[config.mk]
export PLATFORM = sky130hd
export DESIGN_NAME = vcluster_top
export DESIGN_NICKNAME = d
export VERILOG_FILES = /design/src/verilog/vcluster_pkg.sv /design/src/verilog/cmd_if.sv /design/src/verilog/cmd_broadcast.sv /design/src/verilog/vector_cluster.sv /design/src/verilog/result_gather.sv /design/src/verilog/vcluster_top.sv
export SDC_FILE = /design/constraint.sdc
export NUM_CORES = 1
export LEC_CHECK = 0
export BUFFER_PORTS_ARGS = -buffer_cell sky130_fd_sc_hd__buf_2
export CORE_MARGIN = 2
export CORE_UTILIZATION = 40
export CTS_CLUSTER_DIAMETER = 150
export DETAILED_ROUTE_END_ITERATION = 10
export PLACE_DENSITY = 0.57
export SLEW_MARGIN = 20
export SYNTH_ARGS = -nofsm -noshare
export SYNTH_HDL_FRONTEND = slang
export SYNTH_HIERARCHICAL = 1
export SYNTH_SLANG_ARGS = --single-unit
[constraint.sdc]
create_clock -name clk_i -period 7.2 [get_ports clk_i]
set_input_delay 1.08 -clock clk_i [delete_from_list [all_inputs] [get_ports clk_i]]
set_output_delay 1.08 -clock clk_i [all_outputs]
set_load 0.01 [all_outputs]
[src/verilog/vcluster_pkg.sv]
package vcluster_pkg;

  //////////////////////////////
  // Cluster geometry
  //////////////////////////////

  // Number of vector clusters fed by the broadcast stage
  localparam int unsigned NrClusters = 4;

  // Bits per cluster element
  localparam int unsigned ElemWidth = 16;

  // Gathered result word, one element slice per cluster
  localparam int unsigned ResWidth = NrClusters * ElemWidth;

  //////////////////////////////
  // Data types
  //////////////////////////////

  // Operand and element value
  typedef logic [ElemWidth-1:0] elem_t;

  // Concatenated result, cluster 0 in the low bits
  typedef logic [ResWidth-1:0] res_t;

  // One bit per cluster
  typedef logic [NrClusters-1:0] cluster_mask_t;

  //////////////////////////////
  // Operations
  //////////////////////////////

  // Set loads operand plus cluster index; add and xor work on the element
  typedef enum logic [1:0] {
    OP_SET = 2'd0,
    OP_ADD = 2'd1,
    OP_XOR = 2'd2
  } cmd_op_e;

endpackage

[src/verilog/cmd_if.sv]
`timescale 1ns/10ps

// One command link from the broadcaster to a single cluster
interface cmd_if;

  logic                  valid;
  logic                  ready;
  vcluster_pkg::cmd_op_e op;
  vcluster_pkg::elem_t   operand;

  // Broadcaster side
  modport bcast (
    output valid,
    output op,
    output operand,
    input  ready
  );

  // Cluster side
  modport cluster (
    input  valid,
    input  op,
    input  operand,
    output ready
  );

endinterface

[src/verilog/cmd_broadcast.sv]
`timescale 1ns/10ps

module cmd_broadcast (
  input  logic                  clk_i,
  input  logic                  reset_i,
  input  logic                  cmd_valid_i,
  output logic                  cmd_ready_o,
  input  vcluster_pkg::cmd_op_e cmd_op_i,
  input  vcluster_pkg::elem_t   cmd_operand_i,
  cmd_if.bcast                  clus [vcluster_pkg::NrClusters]
);

  // Held command
  logic                        full_q;
  vcluster_pkg::cmd_op_e       op_q;
  vcluster_pkg::elem_t         operand_q;
  // Clusters that already have the held command
  vcluster_pkg::cluster_mask_t taken_q;

  vcluster_pkg::cluster_mask_t clus_valid;
  vcluster_pkg::cluster_mask_t clus_ready;
  vcluster_pkg::cluster_mask_t take;
  logic                        all_taken;
  logic                        drain;
  logic                        accept;

  //////////////////////////////
  // Per-cluster links
  //////////////////////////////

  assign clus_valid = full_q ? ~taken_q : '0;
  assign take       = clus_valid & clus_ready;

  for (genvar k = 0; k < vcluster_pkg::NrClusters; k++) begin : g_link
    assign clus[k].valid   = clus_valid[k];
    assign clus[k].op      = op_q;
    assign clus[k].operand = operand_q;
    assign clus_ready[k]   = clus[k].ready;
  end

  //////////////////////////////
  // Command register
  //////////////////////////////

  // Counts takes landing on this edge
  assign all_taken   = &(taken_q | take);
  assign drain       = full_q & all_taken;
  assign cmd_ready_o = ~full_q | all_taken;
  assign accept      = cmd_valid_i & cmd_ready_o;

  always_ff @(posedge clk_i) begin
    if (reset_i) begin
      full_q  <= 1'b0;
      taken_q <= '0;
    end else begin
      if (accept) begin
        full_q  <= 1'b1;
        taken_q <= '0;
      end else if (drain) begin
        full_q  <= 1'b0;
        taken_q <= '0;
      end else begin
        taken_q <= taken_q | take;
      end
    end
  end

  always_ff @(posedge clk_i) begin
    if (accept) begin
      op_q      <= cmd_op_i;
      operand_q <= cmd_operand_i;
    end
  end

endmodule

[src/verilog/vector_cluster.sv]
`timescale 1ns/10ps

module vector_cluster #(
  parameter int unsigned ClusterId = 0
) (
  input  logic                clk_i,
  input  logic                reset_i,
  cmd_if.cluster              cmd,
  output logic                res_valid_o,
  input  logic                res_ready_i,
  output vcluster_pkg::elem_t res_elem_o
);

  vcluster_pkg::elem_t elem_q;
  vcluster_pkg::elem_t elem_d;
  logic                out_valid_q;
  vcluster_pkg::elem_t out_elem_q;
  logic                take;

  // Free slot or slot draining on this edge
  assign cmd.ready = ~out_valid_q | res_ready_i;
  assign take      = cmd.valid & cmd.ready;

  //////////////////////////////
  // Operation unit
  //////////////////////////////

  always_comb begin
    case (cmd.op)
      vcluster_pkg::OP_SET: elem_d = cmd.operand + vcluster_pkg::elem_t'(ClusterId);
      vcluster_pkg::OP_ADD: elem_d = elem_q + cmd.operand;
      vcluster_pkg::OP_XOR: elem_d = elem_q ^ cmd.operand;
      // Unused encoding keeps the element
      default:              elem_d = elem_q;
    endcase
  end

  //////////////////////////////
  // Element and output regs
  //////////////////////////////

  always_ff @(posedge clk_i) begin
    if (reset_i) begin
      elem_q      <= '0;
      out_valid_q <= 1'b0;
    end else begin
      if (take) begin
        elem_q      <= elem_d;
        out_valid_q <= 1'b1;
      end else if (res_ready_i) begin
        out_valid_q <= 1'b0;
      end
    end
  end

  always_ff @(posedge clk_i) begin
    if (take) begin
      out_elem_q <= elem_d;
    end
  end

  assign res_valid_o = out_valid_q;
  assign res_elem_o  = out_elem_q;

endmodule

[src/verilog/result_gather.sv]
`timescale 1ns/10ps

module result_gather (
  input  logic                        clk_i,
  input  logic                        reset_i,
  input  vcluster_pkg::cluster_mask_t elem_valid_i,
  output vcluster_pkg::cluster_mask_t elem_ready_o,
  input  vcluster_pkg::elem_t         elem_i [vcluster_pkg::NrClusters],
  output logic                        res_valid_o,
  input  logic                        res_ready_i,
  output vcluster_pkg::res_t          res_data_o
);

  logic               valid_q;
  vcluster_pkg::res_t data_q;
  vcluster_pkg::res_t data_d;
  logic               all_valid;
  logic               can_load;
  logic               load;

  //////////////////////////////
  // Join of cluster results
  //////////////////////////////

  assign all_valid = &elem_valid_i;
  assign can_load  = ~valid_q | res_ready_i;
  assign load      = all_valid & can_load;

  // All clusters hand over on the same edge
  assign elem_ready_o = load ? '1 : '0;

  // Cluster k lands at k*ElemWidth
  always_comb begin
    data_d = '0;
    for (int k = 0; k < vcluster_pkg::NrClusters; k++) begin
      data_d[k*vcluster_pkg::ElemWidth +: vcluster_pkg::ElemWidth] = elem_i[k];
    end
  end

  //////////////////////////////
  // Output register
  //////////////////////////////

  always_ff @(posedge clk_i) begin
    if (reset_i) begin
      valid_q <= 1'b0;
    end else begin
      if (load) begin
        valid_q <= 1'b1;
      end else if (res_ready_i) begin
        valid_q <= 1'b0;
      end
    end
  end

  always_ff @(posedge clk_i) begin
    if (load) begin
      data_q <= data_d;
    end
  end

  assign res_valid_o = valid_q;
  assign res_data_o  = data_q;

endmodule

[src/verilog/vcluster_top.sv]
`timescale 1ns/10ps

module vcluster_top (
  input  logic                  clk_i,
  input  logic                  reset_i,
  // Command stream
  input  logic                  cmd_valid_i,
  output logic                  cmd_ready_o,
  input  vcluster_pkg::cmd_op_e cmd_op_i,
  input  vcluster_pkg::elem_t   cmd_operand_i,
  // Result stream
  output logic                  res_valid_o,
  input  logic                  res_ready_i,
  output vcluster_pkg::res_t    res_data_o
);

  // Broadcast links, one per cluster
  cmd_if cmd_link [vcluster_pkg::NrClusters] ();

  // Cluster to gather links
  vcluster_pkg::cluster_mask_t clus_res_valid;
  vcluster_pkg::cluster_mask_t clus_res_ready;
  vcluster_pkg::elem_t         clus_res_elem [vcluster_pkg::NrClusters];

  //////////////////////////////
  // Command broadcast
  //////////////////////////////

  cmd_broadcast u_bcast (
    .clk_i         (clk_i),
    .reset_i       (reset_i),
    .cmd_valid_i   (cmd_valid_i),
    .cmd_ready_o   (cmd_ready_o),
    .cmd_op_i      (cmd_op_i),
    .cmd_operand_i (cmd_operand_i),
    .clus          (cmd_link)
  );

  //////////////////////////////
  // Clusters
  //////////////////////////////

  for (genvar k = 0; k < vcluster_pkg::NrClusters; k++) begin : g_cluster
    vector_cluster #(
      .ClusterId (k)
    ) u_cluster (
      .clk_i       (clk_i),
      .reset_i     (reset_i),
      .cmd         (cmd_link[k]),
      .res_valid_o (clus_res_valid[k]),
      .res_ready_i (clus_res_ready[k]),
      .res_elem_o  (clus_res_elem[k])
    );
  end

  // Gather into one result word
  result_gather u_gather (
    .clk_i        (clk_i),
    .reset_i      (reset_i),
    .elem_valid_i (clus_res_valid),
    .elem_ready_o (clus_res_ready),
    .elem_i       (clus_res_elem),
    .res_valid_o  (res_valid_o),
    .res_ready_i  (res_ready_i),
    .res_data_o   (res_data_o)
  );

endmodule

### Yosys cells after proc, flatten, opt, wreduce, memory -nomap -nowiden

Index checks and enable logic that the tools add are counted.
W data, S select, Z words.

| word-level totals | value |
|---|---|
| bits in writable memories | 0 |
| ROM bits | 0 |
| register bits after elaboration | 220 |
| latch bits | 0 |
| memories kept | 0 |
| output and inout bits | 66 |
| logic and storage cells | 81 |

| operators by class | value |
|---|---|
| shift-type cells | 0 |
| equal/unequal tests | 2 |
| divide/modulo/power cells | 0 |
| $add $sub $neg | 7 |
| multiplexer cells | 18 |
| reduce and logical (&&, ||, !) cells | 10 |
| multipliers | 0 |
| order comparisons | 0 |
| bitwise gates (word level) | 26 |

Operator list:

| operator | number |
|---|---|
| $pmux W16 S3 | 4 |
| $add A16 B16 Y16 | 4 |
| $xor A16 B16 Y16 | 4 |
| $add A16 B2 Y16 const B | 2 |
| $add A16 B1 Y16 const B | 1 |
| $mux W1 | 12 |
| $reduce_bool A2 Y1 | 6 |
| $mux W4 | 2 |
| $reduce_and A4 Y1 | 2 |
| $and A1 B1 Y1 | 7 |
| $not A1 Y1 | 6 |
| $or A1 B1 Y1 | 6 |
| $and A4 B4 Y4 | 1 |
| $not A4 Y4 | 1 |
| $or A4 B4 Y4 | 1 |
| $reduce_or A3 Y1 | 1 |
| $eq A2 B1 Y1 const B | 1 |
| $eq A2 B2 Y1 const B | 1 |
| $logic_not A2 Y1 | 1 |

### Longest topological paths before layout

| depth | value |
|---|---|
| depth in word-level cells | 11 |
| mapped depth | 15 |

### Hierarchy

Netlist, hierarchy kept.

By module, submodules not included:

| module | times used | area an instance (um2) | cells each |
|---|---|---|---|
| vector_cluster at g_cluster[2].u_cluster | 1 | 2864.0 | 327 |
| vector_cluster at g_cluster[3].u_cluster | 1 | 2571.2 | 307 |
| vector_cluster at g_cluster[1].u_cluster | 1 | 2529.9 | 297 |
| vector_cluster at g_cluster[0].u_cluster | 1 | 2433.6 | 264 |
| result_gather | 1 | 2003.2 | 73 |
| cmd_broadcast | 1 | 1154.9 | 98 |

### Least setup slack after synthesis

Ideal clock, no wire load.

| path | value |
|---|---|
| path type | input to register |
| from | input port res_ready_i |
| to | register g_cluster[3].u_cluster.out_elem_q[0], enable pin |
| data required time | 6.814 ns |
| setup time | 0.386 ns |
| setup slack | 0.876 ns |
| data arrival time | 5.937 ns |
| stages on the path | 8 |
| cell sequence | nand2b_4 nor2b_1 buf_4 nand2b_1 nand2_1 inv_1 clkbuf_1 clkbuf_1 |

| on the way | value |
|---|---|
| cells in the longest elaborated chain, start to end | 5 |

Ends and longest elaborated chain:

| element | RTL line | RTL |
|---|---|---|
| start: declaration | vcluster_top.sv:13 | `input logic res_ready_i,` |
| $or A1 B1 Y1 | result_gather.sv:26 | `assign can_load = ~valid_q \| res_ready_i;` |
| $and A1 B1 Y1 | result_gather.sv:27 | `assign load = all_valid & can_load;` |
| via u_gather.load | result_gather.sv:19 | `logic load;` |
| $mux W4 | result_gather.sv:30 | `assign elem_ready_o = load ? '1 : '0;` |
| via clus_res_ready[3] | vcluster_top.sv:22 | `vcluster_pkg::cluster_mask_t clus_res_ready;` |
| $or A1 B1 Y1 | vector_cluster.sv:21 | `assign cmd.ready = ~out_valid_q \| res_ready_i;` |
| via cmd_link[3].ready | cmd_if.sv:7 | `logic ready;` |
| $and A1 B1 Y1 | vector_cluster.sv:22 | `assign take = cmd.valid & cmd.ready;` |
| via g_cluster[3].u_cluster.take | vector_cluster.sv:18 | `logic take;` |
| end signal: assignment | vector_cluster.sv:58 | `out_elem_q <= elem_d;` |
| end: declaration | vector_cluster.sv:17 | `vcluster_pkg::elem_t out_elem_q;` |

The timed path passes the listed nets, and every way through them passes these cells.
A chain may end at the register's enable or synchronous reset.

### Final worst setup path

| path | value |
|---|---|
| from | register g_cluster[3].u_cluster.out_valid_q |
| to | output port cmd_ready_o |

| on the way | value |
|---|---|
| cells in the longest elaborated chain, start to end | 8 |

Ends and longest elaborated chain:

| element | RTL line | RTL |
|---|---|---|
| start: declaration | vector_cluster.sv:16 | `logic out_valid_q;` |
| start signal: assignment | vector_cluster.sv:45 | `out_valid_q <= 1'b0;` |
| start signal: assignment | vector_cluster.sv:49 | `out_valid_q <= 1'b1;` |
| start signal: assignment | vector_cluster.sv:51 | `out_valid_q <= 1'b0;` |
| $reduce_and A4 Y1 | result_gather.sv:25 | `assign all_valid = &elem_valid_i;` |
| $and A1 B1 Y1 | result_gather.sv:27 |  |
| $mux W4 | result_gather.sv:30 |  |
| via clus_res_ready[0] | vcluster_top.sv:22 |  |
| $or A1 B1 Y1 | vector_cluster.sv:21 |  |
| $and A4 B4 Y4 | cmd_broadcast.sv:32 | `assign take = clus_valid & clus_ready;` |
| $or A4 B4 Y4 | cmd_broadcast.sv:46 | `assign all_taken = &(taken_q \| take);` |
| $reduce_and A4 Y1 | cmd_broadcast.sv:46 |  |
| $or A1 B1 Y1 | cmd_broadcast.sv:48 | `assign cmd_ready_o = ~full_q \| all_taken;` |
| end: declaration | vcluster_top.sv:8 | `output logic cmd_ready_o,` |

The timed path passes the listed nets, and every way through them passes these cells.

==> results.py <==
metrics = {
    "yosys": {
        "synth_common_cells": "edfxtp_1 (146), nand2_1 (128), nor2_1 (120), a21oi_1 (102), dfxtp_1 (74)",
        "synth_most_common_cell": "edfxtp_1",
        "synth.area.top_cells": "edfxtp_1 (32%), dfxtp_1 (11%), ha_1 (5.6%)",
        "syn_area_um2": 13560,
        "synth_seq_cells": 220,
        "synth_xor_area_share_pct": 5.445,
        "synth_ff_type": "edfxtp_1",
        "async_flop_share_pct": 0,
        "synth_top_family_by_area": "compound AO/OA/AOI/OAI gates",
        "synth_compound_area_share_pct": 17.59,
        "synth_cell_types": 114,
        "netlist.area_leader.share_pct": 32.34,
        "synth-simple-area-share_pct": 16.92,
        "syn_inst": 1366,
        "synthesis.nets": 1453,
        "ys_seq_area_share_pct": 43.27,
        "avgSynthCellArea_um2": 9.924,
        "synth_warnings": 6,
        "netlist.top_cell.by_area": "edfxtp_1",
        "synthAdderAreaFrac_pct": 6.221,
        "synth_edf_count": 146,
        "synth.mux.area_fraction_pct": 3.839,
    },
    "setup_path": {
        "startpoint_type": "flip-flop",
        "critPathKind": "flip-flop to output pin",
        "arrival_ns": 3.21,
        "path_max_fanout": 67,
        "reg2regPathDepth": 13,
        "required_ns": 6.12,
        "r2r_slack_ns": 3.15,
        "cp-end-kind": "output pin",
    },
    "cts": {
        "cts_setup_buffers": 0,
        "tritoncts": "done",
        "cts_sinks": 220,
        "cts.repair.resized": 0,
        "clock-root-buffer": "clkbuf_16",
        "path_clk_slew_ns": 0.06,
        "clk_latency_ns": 0.55,
        "clockBufferDepth": 3,
        "cts_made_buffers": 26,
        "ctsHoldBuffers": 0,
        "h-tree-depth": 1,
    },
    "placed_design": {
        "place_area_um2": 13880,
        "dp.final_hpwl_um": 21330,
        "numPortBuffers": 87,
        "gp_congestion": 0.8944,
    },
    "power": {
        "leakage_nw": 5.694,
        "p_per_area_nw_per_um2": 240.8,
        "power_mw": 3.561,
        "pwr-share-seq_pct": 42.7,
        "power.internal_mw": 2.573,
        "swShare_pct": 27.74,
        "clkPwrFrac_pct": 39.1,
        "comb_power_share_pct": 18.2,
        "p_switching_mw": 0.9880,
        "peakVddDrop_uv": 171.8,
    },
    "min_path": {
        "hold_class": "flip-flop to flip-flop",
        "hold_depth": 0,
    },
    "sta": {
        "finalSetupTns_ns": 0,
        "fmax_mhz": 232.9,
        "fin_crit_sh_pct": 59.63,
        "whs_ns": 0.4163,
        "period_minus_slack_ns": 4.293,
        "max_slew_margin_pct": 36.25,
        "skew_ns": 0.02123,
        "grt_setup_unrepaired": "no",
        "slew_violations": 0,
        "hold_violations": 0,
        "final-setup-viol-count": 0,
        "worst_pin_slew_ns": 0.9563,
    },
    "detailed_routing": {
        "wl_um": 32320,
        "drtAntennaViolNets": 0,
        "avgViaCountPerCell": 5.405,
        "first_pass_iters": 5,
        "route.detailed.drc": 0,
        "wire_per_inst_um": 17.58,
        "drt_iter0_markers": 601,
        "via_count": 9935,
    },
    "final_layout": {
        "stdcell_area_um2": 14790,
        "syn_to_final_growth_pct": 9.073,
        "diodes": 0,
        "fin_nets": 1457,
        "num-fill-cells": 3166,
        "drive_gt1_share_pct": 14.53,
    },
    "global_routing": {
        "antenna_found_initial": 0,
        "grt_pass1_wl_um": 51910,
        "track_usage_pct": 18.23,
        "grt_max_degree": 138,
        "grt_overflow": 0,
        "grt_pass1_vias": 9552,
    },
    "die": {
        "initial_core_util_pct": 40.53,
        "rows": 67,
        "core-area_um2": 33450,
        "die_y_um": 188.1,
        "die_area_um2": 35380,
        "io_pins": 88,
        "die_x_um": 188.1,
    },
    "run_status": {
        "status": "finished, final reports clean",
    },
    "run": {
        "maxCapViolCount": 0,
    },
}
power groups by stage:
stage / logic (mW) / registers (mW) / clock network, mW
6_report: 0.649 / 1.52 / 1.39
2_1_floorplan: 0.554 / 1.51 / 0
4_1_cts: 0.647 / 1.52 / 1.43
5_1_grt: 0.728 / 1.53 / 1.48
3_5_place_dp: 0.644 / 1.55 / 0
3_3_place_gp: 0.635 / 1.54 / 0
cell usage in the layout, fill, tap and decap left out, types with 12 or more instances in the layout:
cell type  count
nor2b_1       28
edfxtp_1     146
inv_1         32
nor2_1       120
ha_1          61
dfxtp_1       74
buf_2         87
nand2b_1      31
a21o_1        21
o211ai_1      12
xor2_1        21
and2_1        33
a21oi_1      102
nor3_1        32
clkbuf_16     26
mux2i_1       25
xnor2_1       58
a211oi_1      14
nand3_1       22
nand2_1      128
o21ai_0       50
layout make-up:
class                      instances  area, um^2  share of cell area, %
multi-input combinational        989        6788                  45.90
sequential                       220        5866                  39.67
clock buffer                      35       704.4                  4.764
tap                              448       560.5                  3.791
timing repair buffer              98       530.5                  3.588
clock inverter                    13       206.4                  1.396
inverter                          35       131.4                 0.8885
logic make-up (layout without fill, tap and decap cells):
group,count (synthesis),after routing
simple gates,463,463
fa+ha+maj,65,65
mux,39,39
xor+xnor,81,81
flops,220,220
compound gates,341,341
buf+inv,157,181
metrics by stage:
step / instances / util, % / worst slack, ns
after floorplan: 1366 / - / 0.8763
after global placement: 1790 / 41.48 / 2.766
after detailed placement: 1790 / 41.48 / 2.705
after CTS: 1838 / 44.21 / 2.905
after global routing: 1838 / 44.21 / 2.752
final: 1838 / 44.21 / 2.907
critical path, stage by stage (launching register included):
cell      delay (ns)
dfxtp_1         0.40
nand4_1         0.31
nor2b_4         0.19
buf_4           0.66
nand2b_1        0.27
o22ai_1         0.13
o21ai_1         0.38
buf_2           0.21
per-layer routing:
metal  global-route usage [%]  vias up  part of all wire, %  wire [um]
li1                         -     4943                    -          -
met1                    26.13     4701                   48      15440
met2                    28.63      251                   44      14260
met3                    2.489       40                  5.8       1875
met4                    5.391        0                  2.3        749
met5                        0        -                    0          0
flip-flops by register name, indices dropped and copies added (netlist names):
signal,flops
u_bcast/full_q,1
g_cluster.u_cluster/res_elem_o,64
g_cluster.u_cluster/res_valid_o,4
g_cluster.u_cluster/elem_q,64
u_bcast/taken_q,4
u_gather/res_data_o,64
u_gather/res_valid_o,1
u_bcast/clus.op,2
u_bcast/clus.operand,16
path summary, 6_finish.rpt:
| path | start | endpoint |
|---|---|---|
| setup reg to reg | u_bcast/clus[0].op[0] | g_cluster[3].u_cluster/res_elem_o[15] |
| setup / recovery | g_cluster[3].u_cluster/res_valid_o | cmd_ready_o |
| hold / removal | g_cluster[0].u_cluster/res_elem_o[15] | u_gather/res_data_o[15] |
| hold reg to reg | g_cluster[0].u_cluster/res_elem_o[15] | u_gather/res_data_o[15] |
No activity file was read; power rests on OpenSTA's default activity.
